File: config.mk
export PLATFORM = sky130hd
export DESIGN_NAME = lc4_processor
export DESIGN_NICKNAME = d
export VERILOG_FILES = /design/src/lc4_pkg.sv /design/src/lc4_alu.sv /design/src/lc4_decoder.sv /design/src/lc4_hazard_unit.sv /design/src/lc4_processor.sv /design/src/lc4_regfile.sv
export VERILOG_INCLUDE_DIRS = /design/src
export SDC_FILE = /design/constraint.sdc
export NUM_CORES = 1
export LEC_CHECK = 0
export BUFFER_PORTS_ARGS = -buffer_cell sky130_fd_sc_hd__buf_2
export CORE_MARGIN = 2
export CORE_UTILIZATION = 35
export DETAILED_ROUTE_END_ITERATION = 12
export SLEW_MARGIN = 10
export SYNTH_ARGS = -nofsm -noshare
export SYNTH_HDL_FRONTEND = slang
export SYNTH_SLANG_ARGS = --single-unit
File: constraint.sdc
create_clock -name gwe -period 5.4 [get_ports gwe]
set_clock_uncertainty 0.15 [all_clocks]
set_input_delay 0 -clock gwe [delete_from_list [all_inputs] [get_ports gwe]]
set_output_delay 0 -clock gwe [all_outputs]
set_load 0.01 [all_outputs]
File: src/lc4_macros.svh
`ifndef LC4_MACROS_SVH
`define LC4_MACROS_SVH

// Datapath and register file sizes
`define LC4_WORD_W    16
`define LC4_REG_SEL_W 3
`define LC4_NUM_REGS  8

// Boot address of user code
`define LC4_RESET_PC 16'h8200

// All-zero word, a never-taken branch in LC4, used as the pipeline NOP
`define LC4_NOP_INSN 16'h0000

// Opcodes in insn[15:12]
`define LC4_OP_ARITH 4'b0001
`define LC4_OP_AND   4'b0101
`define LC4_OP_LDR   4'b0110
`define LC4_OP_STR   4'b0111
`define LC4_OP_CONST 4'b1001

// Arithmetic sub-ops in insn[5:3]
`define LC4_SUB_ADD 3'b000
`define LC4_SUB_SUB 3'b010

`endif

File: src/lc4_pkg.sv
`include "lc4_macros.svh"

package lc4_pkg;

    // One machine word of data or address
    typedef logic [`LC4_WORD_W-1:0] word_t;
    // One instruction word
    typedef logic [`LC4_WORD_W-1:0] insn_t;
    // Register number
    typedef logic [`LC4_REG_SEL_W-1:0] reg_sel_t;
    // Condition codes, N Z P from left to right
    typedef logic [2:0] nzp_t;

    // Operation carried out by the execute stage
    typedef enum logic [2:0] {
        ALU_ADD,
        ALU_SUB,
        ALU_AND,
        ALU_ADDI,
        ALU_CONST,
        ALU_ADDR
    } alu_op_t;

    // Slot code seen on the retirement trace
    typedef enum logic [1:0] {
        STALL_NONE     = 2'b00,
        STALL_EMPTY    = 2'b10,
        STALL_LOAD_USE = 2'b11
    } stall_t;

    // Decoded control bits, all zero for a NOP
    typedef struct packed {
        logic    r1re;
        logic    r2re;
        logic    regfile_we;
        logic    nzp_we;
        logic    is_load;
        logic    is_store;
        alu_op_t alu_op;
    } ctrl_t;

    // Decode to execute
    typedef struct packed {
        word_t    pc;
        insn_t    insn;
        ctrl_t    ctrl;
        reg_sel_t r1sel;
        reg_sel_t r2sel;
        reg_sel_t wsel;
        word_t    rs_data;
        word_t    rt_data;
        stall_t   stall;
    } de_t;

    // Execute to memory
    typedef struct packed {
        word_t    pc;
        insn_t    insn;
        ctrl_t    ctrl;
        reg_sel_t wsel;
        word_t    alu_result;
        word_t    store_data;
        stall_t   stall;
    } em_t;

    // Memory to writeback
    typedef struct packed {
        word_t    pc;
        insn_t    insn;
        ctrl_t    ctrl;
        reg_sel_t wsel;
        word_t    alu_result;
        word_t    load_data;
        stall_t   stall;
    } mw_t;

    // One retired slot per cycle
    typedef struct packed {
        stall_t   stall;
        word_t    pc;
        insn_t    insn;
        logic     regfile_we;
        reg_sel_t wsel;
        word_t    wdata;
        logic     nzp_we;
        nzp_t     nzp;
        logic     dmem_we;
    } retire_t;

endpackage

File: src/lc4_alu.sv
`timescale 1ns/1ps
`include "lc4_macros.svh"

module lc4_alu import lc4_pkg::*; (
    input  alu_op_t i_op,
    input  insn_t   i_insn,
    input  word_t   i_rs,
    input  word_t   i_rt,
    output word_t   o_result
);

    word_t imm5;
    word_t imm6;
    word_t imm9;

    // Sign-extended immediates
    assign imm5 = {{(`LC4_WORD_W-5){i_insn[4]}}, i_insn[4:0]};
    assign imm6 = {{(`LC4_WORD_W-6){i_insn[5]}}, i_insn[5:0]};
    assign imm9 = {{(`LC4_WORD_W-9){i_insn[8]}}, i_insn[8:0]};

    always_comb begin
        case (i_op)
            ALU_ADD:   o_result = i_rs + i_rt;
            ALU_SUB:   o_result = i_rs - i_rt;
            ALU_AND:   o_result = i_rs & i_rt;
            ALU_ADDI:  o_result = i_rs + imm5;
            // CONST ignores both operands
            ALU_CONST: o_result = imm9;
            // Base plus offset for LDR and STR
            ALU_ADDR:  o_result = i_rs + imm6;
            default:   o_result = '0;
        endcase
    end

endmodule

File: src/lc4_decoder.sv
`timescale 1ns/1ps
`include "lc4_macros.svh"

module lc4_decoder import lc4_pkg::*; (
    input  insn_t    i_insn,
    output ctrl_t    o_ctrl,
    output reg_sel_t o_r1sel,
    output reg_sel_t o_r2sel,
    output reg_sel_t o_wsel
);

    logic [3:0] opcode;
    logic [2:0] subop;

    assign opcode = i_insn[15:12];
    assign subop  = i_insn[5:3];

    // Base register always sits in [8:6]
    assign o_r1sel = i_insn[8:6];
    // STR reads its data register from [11:9], others use rt in [2:0]
    assign o_r2sel = (opcode == `LC4_OP_STR) ? i_insn[11:9] : i_insn[2:0];
    // Destination field; for a store it names the data register
    assign o_wsel  = i_insn[11:9];

    always_comb begin
        // Unknown opcodes fall through as NOP
        o_ctrl = '0;
        case (opcode)
            `LC4_OP_ARITH: begin
                if (i_insn[5]) begin
                    // ADD with 5-bit immediate
                    o_ctrl.r1re       = 1'b1;
                    o_ctrl.regfile_we = 1'b1;
                    o_ctrl.nzp_we     = 1'b1;
                    o_ctrl.alu_op     = ALU_ADDI;
                end else if (subop == `LC4_SUB_ADD || subop == `LC4_SUB_SUB) begin
                    o_ctrl.r1re       = 1'b1;
                    o_ctrl.r2re       = 1'b1;
                    o_ctrl.regfile_we = 1'b1;
                    o_ctrl.nzp_we     = 1'b1;
                    o_ctrl.alu_op     = (subop == `LC4_SUB_SUB) ? ALU_SUB : ALU_ADD;
                end
            end
            `LC4_OP_AND: begin
                // Register AND shares the 000 sub-op with ADD
                if (subop == `LC4_SUB_ADD) begin
                    o_ctrl.r1re       = 1'b1;
                    o_ctrl.r2re       = 1'b1;
                    o_ctrl.regfile_we = 1'b1;
                    o_ctrl.nzp_we     = 1'b1;
                    o_ctrl.alu_op     = ALU_AND;
                end
            end
            `LC4_OP_LDR: begin
                o_ctrl.r1re       = 1'b1;
                o_ctrl.regfile_we = 1'b1;
                o_ctrl.nzp_we     = 1'b1;
                o_ctrl.is_load    = 1'b1;
                o_ctrl.alu_op     = ALU_ADDR;
            end
            `LC4_OP_STR: begin
                o_ctrl.r1re     = 1'b1;
                o_ctrl.r2re     = 1'b1;
                o_ctrl.is_store = 1'b1;
                o_ctrl.alu_op   = ALU_ADDR;
            end
            `LC4_OP_CONST: begin
                o_ctrl.regfile_we = 1'b1;
                o_ctrl.nzp_we     = 1'b1;
                o_ctrl.alu_op     = ALU_CONST;
            end
            default: begin
                o_ctrl = '0;
            end
        endcase
    end

endmodule

File: src/lc4_hazard_unit.sv
`timescale 1ns/1ps

module lc4_hazard_unit import lc4_pkg::*; (
    input  ctrl_t      i_dec_ctrl,
    input  reg_sel_t   i_dec_r1sel,
    input  reg_sel_t   i_dec_r2sel,
    input  de_t        i_ex,
    input  em_t        i_mem,
    input  mw_t        i_wb,
    output logic       o_load_use_stall,
    output logic [1:0] o_fwd_rs,
    output logic [1:0] o_fwd_rt
);

    // Bit 0 picks the memory stage, bit 1 the writeback stage
    function automatic logic [1:0] fwd_sel(reg_sel_t sel, logic re, em_t mem, mw_t wb);
        logic mem_hit;
        logic wb_hit;
        // A load in memory has no value yet, the result there is the address
        mem_hit = re && mem.ctrl.regfile_we && !mem.ctrl.is_load && mem.wsel == sel;
        wb_hit  = re && wb.ctrl.regfile_we && wb.wsel == sel;
        // Younger producer wins
        return {wb_hit && !mem_hit, mem_hit};
    endfunction

    logic r1_dep;
    logic r2_dep;

    // Decode reads what the load in execute will write
    assign r1_dep = i_dec_ctrl.r1re && i_dec_r1sel == i_ex.wsel;
    // Store data is patched later in memory, so only non-stores stall on r2
    assign r2_dep = i_dec_ctrl.r2re && !i_dec_ctrl.is_store && i_dec_r2sel == i_ex.wsel;

    assign o_load_use_stall = i_ex.ctrl.is_load && (r1_dep || r2_dep);

    assign o_fwd_rs = fwd_sel(i_ex.r1sel, i_ex.ctrl.r1re, i_mem, i_wb);
    assign o_fwd_rt = fwd_sel(i_ex.r2sel, i_ex.ctrl.r2re, i_mem, i_wb);

endmodule

File: src/lc4_processor.sv
`timescale 1ns/1ps
`include "lc4_macros.svh"

module lc4_processor import lc4_pkg::*; (
    input  logic    gwe,
    input  logic    i_reset,
    output word_t   o_cur_pc,
    input  insn_t   i_cur_insn,
    output word_t   o_dmem_addr,
    input  word_t   i_dmem_data,
    output logic    o_dmem_we,
    output word_t   o_dmem_wdata,
    output retire_t o_retire
);

    word_t      pc_q;
    word_t      fd_pc;
    insn_t      fd_insn;
    de_t        de_d;
    de_t        de_q;
    em_t        em_d;
    em_t        em_q;
    mw_t        mw_d;
    mw_t        mw_q;

    ctrl_t      dec_ctrl;
    reg_sel_t   dec_r1sel;
    reg_sel_t   dec_r2sel;
    reg_sel_t   dec_wsel;
    word_t      rs_data;
    word_t      rt_data;

    logic       load_use_stall;
    logic [1:0] fwd_rs;
    logic [1:0] fwd_rt;
    word_t      ex_rs;
    word_t      ex_rt;
    word_t      alu_result;

    logic       wm_bypass;
    word_t      wb_wdata;
    nzp_t       wb_nzp;

    // Fetch, PC holds during a load-use stall
    always_ff @(posedge gwe) begin
        if (i_reset) begin
            pc_q <= `LC4_RESET_PC;
        end else if (!load_use_stall) begin
            pc_q <= pc_q + word_t'(1);
        end
    end

    assign o_cur_pc = pc_q;

    // Fetch to decode register, frozen with the PC
    always_ff @(posedge gwe) begin
        if (!load_use_stall) begin
            fd_pc <= pc_q;
        end
        if (i_reset) begin
            fd_insn <= `LC4_NOP_INSN;
        end else if (!load_use_stall) begin
            fd_insn <= i_cur_insn;
        end
    end

    // Decode
    lc4_decoder lc4_decoder_i (
        .i_insn  (fd_insn),
        .o_ctrl  (dec_ctrl),
        .o_r1sel (dec_r1sel),
        .o_r2sel (dec_r2sel),
        .o_wsel  (dec_wsel)
    );

    lc4_regfile lc4_regfile_i (
        .gwe       (gwe),
        .i_reset   (i_reset),
        .i_rs      (dec_r1sel),
        .i_rt      (dec_r2sel),
        .i_rd      (mw_q.wsel),
        .i_rd_we   (mw_q.ctrl.regfile_we),
        .i_wdata   (wb_wdata),
        .o_rs_data (rs_data),
        .o_rt_data (rt_data)
    );

    lc4_hazard_unit lc4_hazard_unit_i (
        .i_dec_ctrl       (dec_ctrl),
        .i_dec_r1sel      (dec_r1sel),
        .i_dec_r2sel      (dec_r2sel),
        .i_ex             (de_q),
        .i_mem            (em_q),
        .i_wb             (mw_q),
        .o_load_use_stall (load_use_stall),
        .o_fwd_rs         (fwd_rs),
        .o_fwd_rt         (fwd_rt)
    );

    always_comb begin
        de_d.pc      = fd_pc;
        de_d.r1sel   = dec_r1sel;
        de_d.r2sel   = dec_r2sel;
        de_d.wsel    = dec_wsel;
        de_d.rs_data = rs_data;
        de_d.rt_data = rt_data;
        // On a stall a bubble goes to execute while decode keeps its insn
        if (load_use_stall) begin
            de_d.insn  = `LC4_NOP_INSN;
            de_d.ctrl  = '0;
            de_d.stall = STALL_LOAD_USE;
        end else begin
            de_d.insn  = fd_insn;
            de_d.ctrl  = dec_ctrl;
            de_d.stall = (fd_insn == `LC4_NOP_INSN) ? STALL_EMPTY : STALL_NONE;
        end
    end

    // Execute with MX and WX forwarding
    assign ex_rs = fwd_rs[0] ? em_q.alu_result : (fwd_rs[1] ? wb_wdata : de_q.rs_data);
    assign ex_rt = fwd_rt[0] ? em_q.alu_result : (fwd_rt[1] ? wb_wdata : de_q.rt_data);

    lc4_alu lc4_alu_i (
        .i_op     (de_q.ctrl.alu_op),
        .i_insn   (de_q.insn),
        .i_rs     (ex_rs),
        .i_rt     (ex_rt),
        .o_result (alu_result)
    );

    assign em_d = '{pc: de_q.pc, insn: de_q.insn, ctrl: de_q.ctrl, wsel: de_q.wsel,
                    alu_result: alu_result, store_data: ex_rt, stall: de_q.stall};

    // Memory, store data picks up a load result sitting in writeback
    assign wm_bypass = em_q.ctrl.is_store && mw_q.ctrl.regfile_we && mw_q.wsel == em_q.wsel;

    assign o_dmem_addr  = (em_q.ctrl.is_load || em_q.ctrl.is_store) ? em_q.alu_result : '0;
    assign o_dmem_we    = em_q.ctrl.is_store;
    assign o_dmem_wdata = wm_bypass ? wb_wdata : em_q.store_data;

    assign mw_d = '{pc: em_q.pc, insn: em_q.insn, ctrl: em_q.ctrl, wsel: em_q.wsel,
                    alu_result: em_q.alu_result, load_data: i_dmem_data, stall: em_q.stall};

    // Stage registers, only insn, controls and slot code are reset
    always_ff @(posedge gwe) begin
        de_q <= de_d;
        em_q <= em_d;
        mw_q <= mw_d;
        if (i_reset) begin
            de_q.insn  <= `LC4_NOP_INSN;
            de_q.ctrl  <= '0;
            de_q.stall <= STALL_EMPTY;
            em_q.insn  <= `LC4_NOP_INSN;
            em_q.ctrl  <= '0;
            em_q.stall <= STALL_EMPTY;
            mw_q.insn  <= `LC4_NOP_INSN;
            mw_q.ctrl  <= '0;
            mw_q.stall <= STALL_EMPTY;
        end
    end

    // Writeback value and its condition codes
    assign wb_wdata = mw_q.ctrl.is_load ? mw_q.load_data : mw_q.alu_result;
    assign wb_nzp   = wb_wdata[`LC4_WORD_W-1] ? 3'b100 :
                      (wb_wdata == '0)        ? 3'b010 : 3'b001;

    // Trace of the slot leaving writeback
    assign o_retire = '{stall: mw_q.stall, pc: mw_q.pc, insn: mw_q.insn,
                        regfile_we: mw_q.ctrl.regfile_we, wsel: mw_q.wsel,
                        wdata: wb_wdata, nzp_we: mw_q.ctrl.nzp_we, nzp: wb_nzp,
                        dmem_we: mw_q.ctrl.is_store};

endmodule

File: src/lc4_regfile.sv
`timescale 1ns/1ps
`include "lc4_macros.svh"

module lc4_regfile import lc4_pkg::*; (
    input  logic     gwe,
    input  logic     i_reset,
    input  reg_sel_t i_rs,
    input  reg_sel_t i_rt,
    input  reg_sel_t i_rd,
    input  logic     i_rd_we,
    input  word_t    i_wdata,
    output word_t    o_rs_data,
    output word_t    o_rt_data
);

    word_t regs [`LC4_NUM_REGS];

    always_ff @(posedge gwe) begin
        if (i_reset) begin
            for (int i = 0; i < `LC4_NUM_REGS; i++) begin
                regs[i] <= '0;
            end
        end else if (i_rd_we) begin
            regs[i_rd] <= i_wdata;
        end
    end

    // Writeback to decode bypass, decode sees the value being written this cycle
    assign o_rs_data = (i_rd_we && i_rd == i_rs) ? i_wdata : regs[i_rs];
    assign o_rt_data = (i_rd_we && i_rd == i_rt) ? i_wdata : regs[i_rt];

endmodule

Word-level counts from Yosys, hierarchy flattened
Memory sizes are Yosys's and may differ from the RTL's. A register that Yosys moved wholly into a read port is not among the register bits.
Index checks and enable logic that the tools add are counted.
{"block": "classes", "addsub": 5, "multipliers": 0, "div_mod_pow": 0, "magnitude_cmp": 0, "n_eq_ne": 20, "shift": 0, "n_mux": 40, "bitwise_logic": 1, "reduce_logical": 35}
{"op": "$mux W16", "count": 10}
{"op": "$pmux W16 S6", "count": 1}
{"op": "$add A16 B16 Y16", "count": 3}
{"op": "$logic_not A16 Y1", "count": 2}
{"op": "$eq A3 B3 Y1", "count": 9}
{"op": "$mux W3", "count": 7}
{"op": "$logic_and A1 B1 Y1", "count": 20}
{"op": "$add A16 B1 Y16 const B", "count": 1}
{"op": "$and A16 B16 Y16", "count": 1}
{"op": "$reduce_or A16 Y1", "count": 1}
{"op": "$sub A16 B16 Y16", "count": 1}
{"op": "$eq A4 B3 Y1 const B", "count": 3}
{"op": "$mux W1", "count": 12}
{"op": "$pmux W3 S4", "count": 1}
{"op": "$eq A3 B2 Y1 const B", "count": 3}
{"op": "$mux W2", "count": 4}
{"op": "$mux W4", "count": 2}
{"op": "$eq A3 B3 Y1 const B", "count": 2}
{"op": "$logic_not A3 Y1", "count": 2}
{"op": "$pmux W1 S3", "count": 2}
{"op": "$pmux W2 S3", "count": 1}
{"op": "$reduce_or A2 Y1", "count": 3}
{"op": "$eq A4 B1 Y1 const B", "count": 1}
{"op": "$eq A4 B4 Y1 const B", "count": 1}
{"op": "other kinds (3)", "count": 8}
{"block": "totals", "register_bits": 278, "latch_bits": 0, "mem_bits_rw": 128, "rom_bits": 0, "input_bits": 34, "word_cells": 141, "memories": 1}
{"name": "lc4_regfile_i.regs", "depth": 8, "word_bits": 16, "read_ports": 2, "rd_clocked_by_memory_dff": 1, "write_ports": 8, "line_no": "lc4_regfile.sv:16", "text": "word_t regs [`LC4_NUM_REGS];"}

Depth between registers and ports, before layout
{"block": "logic_depth", "ltp_word": 11, "mapped_depth": 21, "ltp_nobuf": 19}

Modules after synthesis
A second synthesis with hierarchy kept.
{"block": "unflattened", "cells_unflattened": 1562, "area_unflattened_um2": 18561.6}
{"mod": "lc4_processor", "n_inst": 1, "cells_per_inst": 751, "area_each_um2": 8727.1, "seq_area_each_um2": 5925.7}
{"mod": "lc4_regfile", "n_inst": 1, "cells_per_inst": 445, "area_each_um2": 7453.4, "seq_area_each_um2": 3843.7}
{"mod": "lc4_alu", "n_inst": 1, "cells_per_inst": 299, "area_each_um2": 1875.5, "seq_area_each_um2": 0.0}
{"mod": "lc4_hazard_unit", "n_inst": 1, "cells_per_inst": 30, "area_each_um2": 259.0, "seq_area_each_um2": 0.0}
{"mod": "lc4_decoder", "n_inst": 1, "cells_per_inst": 37, "area_each_um2": 246.5, "seq_area_each_um2": 0.0}

Worst setup path after synthesis
No wires, ideal clock.
{"block": "synth_path", "kind": "reg2reg", "start": "register mw_q (netlist bit o_retire[21])", "end": "register em_q[33] (netlist name)", "setup_time_ns": 0.120, "t_arrival_ns": 4.602, "path_slack_ns": 0.529, "path_stages_with_launch": 21, "path_buffers": 3, "cell_sequence": "dfxtp_1 > buf_6 > xor2_2 > nor4_4 > buf_6 > buf_2 > a211oi_1 > a21oi_1 > xor2_1 > o221a_2 > inv_1 > ha_1 > a211o_1 > o211ai_1 > a21oi_1 > a41o_1 > o41a_1 > a31oi_1 > o21ai_0 > xor3_1 > a211o_1"}
{"block": "synth_between", "elab_chain_len": 7, "word_cells_on_any_way": 16, "classes_between": "add/sub (4); eq/ne (2); mux (5); bitwise (1); reduce/logical (4)"}
{"element": "start, declared", "line_no": "lc4_processor.sv:24", "text": "mw_t mw_q;"}
{"element": "start signal, assigned", "line_no": "lc4_processor.sv:148", "text": "mw_q <= mw_d;"}
{"element": "$eq A3 B3 Y1", "line_no": "lc4_hazard_unit.sv:21", "text": "wb_hit = re && wb.ctrl.regfile_we && wb.wsel == sel;"}
{"element": "$logic_and A1 B1 Y1", "line_no": "lc4_hazard_unit.sv:21"}
{"element": "$logic_and A1 B1 Y1", "line_no": "lc4_hazard_unit.sv:23", "text": "return {wb_hit && !mem_hit, mem_hit};"}
{"element": "$mux W16 (on tied branches) (2 in series)", "line_no": "lc4_processor.sv:120, lc4_processor.sv:121"}
{"element": "$add A16 B16 Y16, or another cell as far along", "line_no": "lc4_alu.sv:30", "text": "ALU_ADDR: o_result = i_rs + imm6;"}
{"element": "$pmux W16 S6 *", "line_no": "lc4_alu.sv:22", "text": "case (i_op)"}
{"element": "named net alu_result[15]", "line_no": "lc4_processor.sv:38", "text": "word_t alu_result;"}
{"element": "end signal, assigned", "line_no": "lc4_processor.sv:147", "text": "em_q <= em_d;"}
{"element": "end, declared", "line_no": "lc4_processor.sv:22", "text": "em_t em_q;"}
Mark *: on every way through the listed nets, which the timed path passes. The rest lies on a longest branch.
A chain may end at the register's enable or synchronous reset.

Worst setup path in the final report
{"block": "layout_path", "start": "register de_q[37] (netlist name)", "end": "register em_q[33] (netlist name)"}
{"block": "layout_between", "elab_chain_len": 8, "word_cells_on_any_way": 12, "classes_between": "add/sub (2); eq/ne (2); mux (3); bitwise (1); reduce/logical (4)"}
{"element": "start, declared", "line_no": "lc4_processor.sv:20", "text": "de_t de_q;"}
{"element": "$eq A3 B3 Y1", "line_no": "lc4_hazard_unit.sv:20", "text": "mem_hit = re && mem.ctrl.regfile_we && !mem.ctrl.is_load && mem.wsel == sel;"}
{"element": "$logic_and A1 B1 Y1", "line_no": "lc4_hazard_unit.sv:20"}
{"element": "$logic_not A1 Y1", "line_no": "lc4_hazard_unit.sv:23"}
{"element": "$logic_and A1 B1 Y1", "line_no": "lc4_hazard_unit.sv:23"}
{"element": "$mux W16", "line_no": "lc4_processor.sv:121", "text": "assign ex_rt = fwd_rt[0] ? em_q.alu_result : (fwd_rt[1] ? wb_wdata : de_q.rt_data);"}
{"element": "$mux W16 *", "line_no": "lc4_processor.sv:121"}
{"element": "$sub A16 B16 Y16, or another cell as far along", "line_no": "lc4_alu.sv:24", "text": "ALU_SUB: o_result = i_rs - i_rt;"}
{"element": "$pmux W16 S6 *", "line_no": "lc4_alu.sv:22"}
{"element": "named net alu_result[15]", "line_no": "lc4_processor.sv:38"}
Marked as above.

==> results.py <==
metrics = {
    "timing": {
        "hold_viol": 0,
        "relSlewSlack": 0.198,
        "setup_viol": 0,
        "fin_tns_setup_ps": 0,
        "fin_crit_ps": 4940,
        "rsz0062_at_grt": "no",
        "slew_violations": 0,
        "min_period_over_period": 0.914,
        "tightest_slew_ps": 1200,
        "max_freq_mhz": 203,
    },
    "logic_synthesis": {
        "yosysUniqueCellTypes": 73,
        "synth_adder_area_share": 0.0128,
        "ys_warn_count": 0,
        "syn_area_per_cell_um2": 10.3,
        "synth_xor_area_frac": 0.0289,
        "synth_flop_cell": "dfxtp_1",
        "synth_largest_area_cell": "dfxtp_1",
        "syn_inst": 1662,
        "synth_top_family_by_area": "simple AND/OR/NAND/NOR gates",
        "synth_top_area_share": 0.306,
        "syn_area_um2": 17200,
        "yosysMostFrequentCell": "dfxtp_1",
        "synth-simple-area-share": 0.175,
        "syn_nets": 1713,
        "yosys_register_bits": 406,
        "yosysSeqAreaShare": 0.557,
        "muxShareOfSynthArea": 0.0708,
        "synth_compound_area_frac": 0.103,
        "synthArstFlopShare": 0,
        "synth_area_leaders": "dfxtp_1, edfxtp_1, nand2_1, nor2_1, mux4_2",
        "synthTopCellsByCount": "dfxtp_1, nand2_1, nor2_1",
        "synth_edf_count": 144,
    },
    "grt": {
        "grt_start_max_net_pins": 68,
        "grt_overflow": 0,
        "antenna_found_initial": 0,
        "grt_pass1_vias": 12593,
        "grt.total_usage": 0.187,
        "grt_pass1_wl_mm": 72.6,
    },
    "critical_path": {
        "crit_fanout": 26,
        "cp.depth": 19,
        "r2r_start": "de_q[37]",
        "slowest_delay_ps": 380,
        "cp-startpoint": "de_q[37]",
        "worstPathCellList": "xor2_2 > nor4_4 > buf_4 > nor2_1 > a211oi_1 > a21oi_1 > xor2_1 > o221a_2 > inv_1 > ha_1 > a211o_1 > o211ai_1 > a21oi_1 > a41o_1 > o41a_1 > a31oi_1 > o21ai_0 > xor3_1 > a211o_1",
        "rr_worst_depth": 19,
        "critPathTopFamily": "compound AO/OA/AOI/OAI gates",
        "rr_endpoint": "em_q[33]",
        "worstPathArrival_ps": 5240,
        "critical_path_class": "reg2reg",
        "worstPathRequired_ps": 5710,
        "timing.reg2reg.setup_slack_ps": 460,
        "start_kind": "flop",
        "crit_slowest_cell": "buf_4",
        "crit_path_end": "em_q[33]",
        "end_kind": "flop",
        "path_buf_inv": 2,
    },
    "detailed_routing": {
        "drt_iter0_drc": 1149,
        "routedWlPerCell_um": 19.4,
        "wl_met2_mm": 22.8,
        "routed.top_layer": "met4",
        "dr.pass1.iters": 6,
        "vias": 12742,
        "drc": 0,
        "avgViaCountPerCell": 5.21,
        "routed_wl_mm": 47.5,
        "ant_nets": 0,
        "wl_met1_mm": 19.4,
        "dr_wl_met3_mm": 3.34,
    },
    "clock_tree": {
        "tritoncts": "built",
        "clkLatencyLatePin_ps": 580,
        "cts_max_path_buffers": 3,
        "numClockSinks": 406,
        "cts_root_buf": "clkbuf_16",
        "cts_max_level": 2,
        "numCtsBuffers": 43,
        "cts.clk_slew.worst_paths_ps": 60,
    },
    "floorplanning": {
        "rows": 81,
        "ioPinCount": 142,
        "die-area_um2": 50800,
        "initial_utilization": 0.353,
        "core_um2": 48600,
        "die_h_um": 225,
        "die_x_um": 225,
    },
    "pwr": {
        "power_density_nw_per_um2": 382,
        "leakagePower_nw": 8.03,
        "ir_drop_mv": 0.211,
    },
    "place": {
        "port_buffers": 141,
        "gp_congestion": 0.908,
        "hpwl_mm": 31.0,
        "numPlacedInstances": 2319,
    },
    "finish": {
        "num-nets-final": 1844,
        "stdcell_count": 2448,
        "filler_cell_count": 4680,
        "syn2layout_area_growth_pct": 17.8,
        "n_antenna_cell": 0,
        "final_core_util": 0.416,
        "drive_gt1_frac": 0.175,
    },
    "run": {
        "maxCapViolCount": 0,
    },
    "worst_hold_path": {
        "hold_class": "in2reg",
    },
    "run_status": {
        "status": "finished clean",
    },
}
-- cells in the final DEF (no fill, tap or decap), types with 51 or more instances in the layout --
cell type,n
a21oi_1,69
buf_2,141
dfxtp_1,261
dlygate4sd3_1,51
edfxtp_1,144
nand2_1,213
nor2_1,198
nor2b_1,69
o21ai_0,73
-- repair_timing --
item                                   in CTS  in global routing
endpoints found under the hold margin      85                  0
gates resized for setup                     0                  0
setup buffers                               0                  0
hold buffers                               51                  0
-- logic make-up after synthesis --
group | after synthesis
AND/OR/NAND/NOR | 647
flip-flops | 406
AO/OA/AOI/OAI | 271
buffers and inverters | 186
multiplexers | 81
XOR/XNOR | 54
adder cells (fa/ha/maj) | 17
-- per-stage QoR --
| stage | worst slack [ps] | total power [mW] | hold WS, ps | cell area (um^2) |
|---|---|---|---|---|
| after floorplan | 529 | 4.29 | -122 | 17200 |
| after global placement | 618 | 4.79 | -46.9 | 18300 |
| after detailed placement | 508 | 4.80 | -46.4 | 18300 |
| after CTS | 489 | 7.77 | 6.31 | 20200 |
| after global routing | 154 | 8.02 | 35.2 | 20200 |
| final | 463 | 7.73 | 31.5 | 20200 |
-- worst register-to-register path: stages (launching register included) --
cell,delay (ps)
dfxtp_1,350
xor2_2,200
nor4_4,240
buf_4,380
nor2_1,90
a211oi_1,210
a21oi_1,110
xor2_1,190
o221a_2,280
inv_1,60
ha_1,230
a211o_1,300
o211ai_1,150
a21oi_1,150
a41o_1,300
o41a_1,350
a31oi_1,250
o21ai_0,160
xor3_1,360
a211o_1,290
-- per-layer routing --
metal,vias to the layer above,track usage
met5,-,0
met4,0,0.0878
met3,118,0.0322
met2,486,0.313
met1,6110,0.235
li1,6028,-
-- where the power goes --
| part | internal [mW] | switching (mW) |
|---|---|---|
| combinational | 0.449 | 0.785 |
| clock | 1.71 | 1.23 |
| sequential | 3.38 | 0.172 |
-- cell type report --
class                      instances  area [um^2]  area share
clock buffer                      57         1230      0.0609
clock inverter                    21          186     0.00922
inverter                          32          120     0.00594
multi-input combinational       1070         6760       0.334
sequential                       406         9570       0.473
tap                              622          778      0.0385
timing repair buffer             240         1580      0.0780
-- flip-flops by register name, indices dropped and copies added, names as in the netlist, named ones only --
name                flops
fd_insn                16
o_retire               39
de_q                   83
em_q                   71
fd_pc                  16
mw_q                   33
lc4_regfile_i.regs    128
o_dmem_we               1
o_cur_pc               16
-- worst min-delay path by stage --
| stage | start | to | slack (ps) | cells past startpoint |
|---|---|---|---|---|
| final | i_cur_insn[1] | fd_insn[1] | 30 | 3 |
| after global routing | i_cur_insn[12] | fd_insn[12] | 40 | 3 |
| after CTS | i_cur_insn[12] | fd_insn[12] | 6 | 3 |
| after detailed placement | i_dmem_data[3] | mw_q[5] | -50 | 1 |
| after global placement | i_dmem_data[6] | mw_q[8] | -50 | 1 |
| after floorplan | i_dmem_data[8] | mw_q[10] | -120 | 0 |
Power figures use the tool's default switching activity.
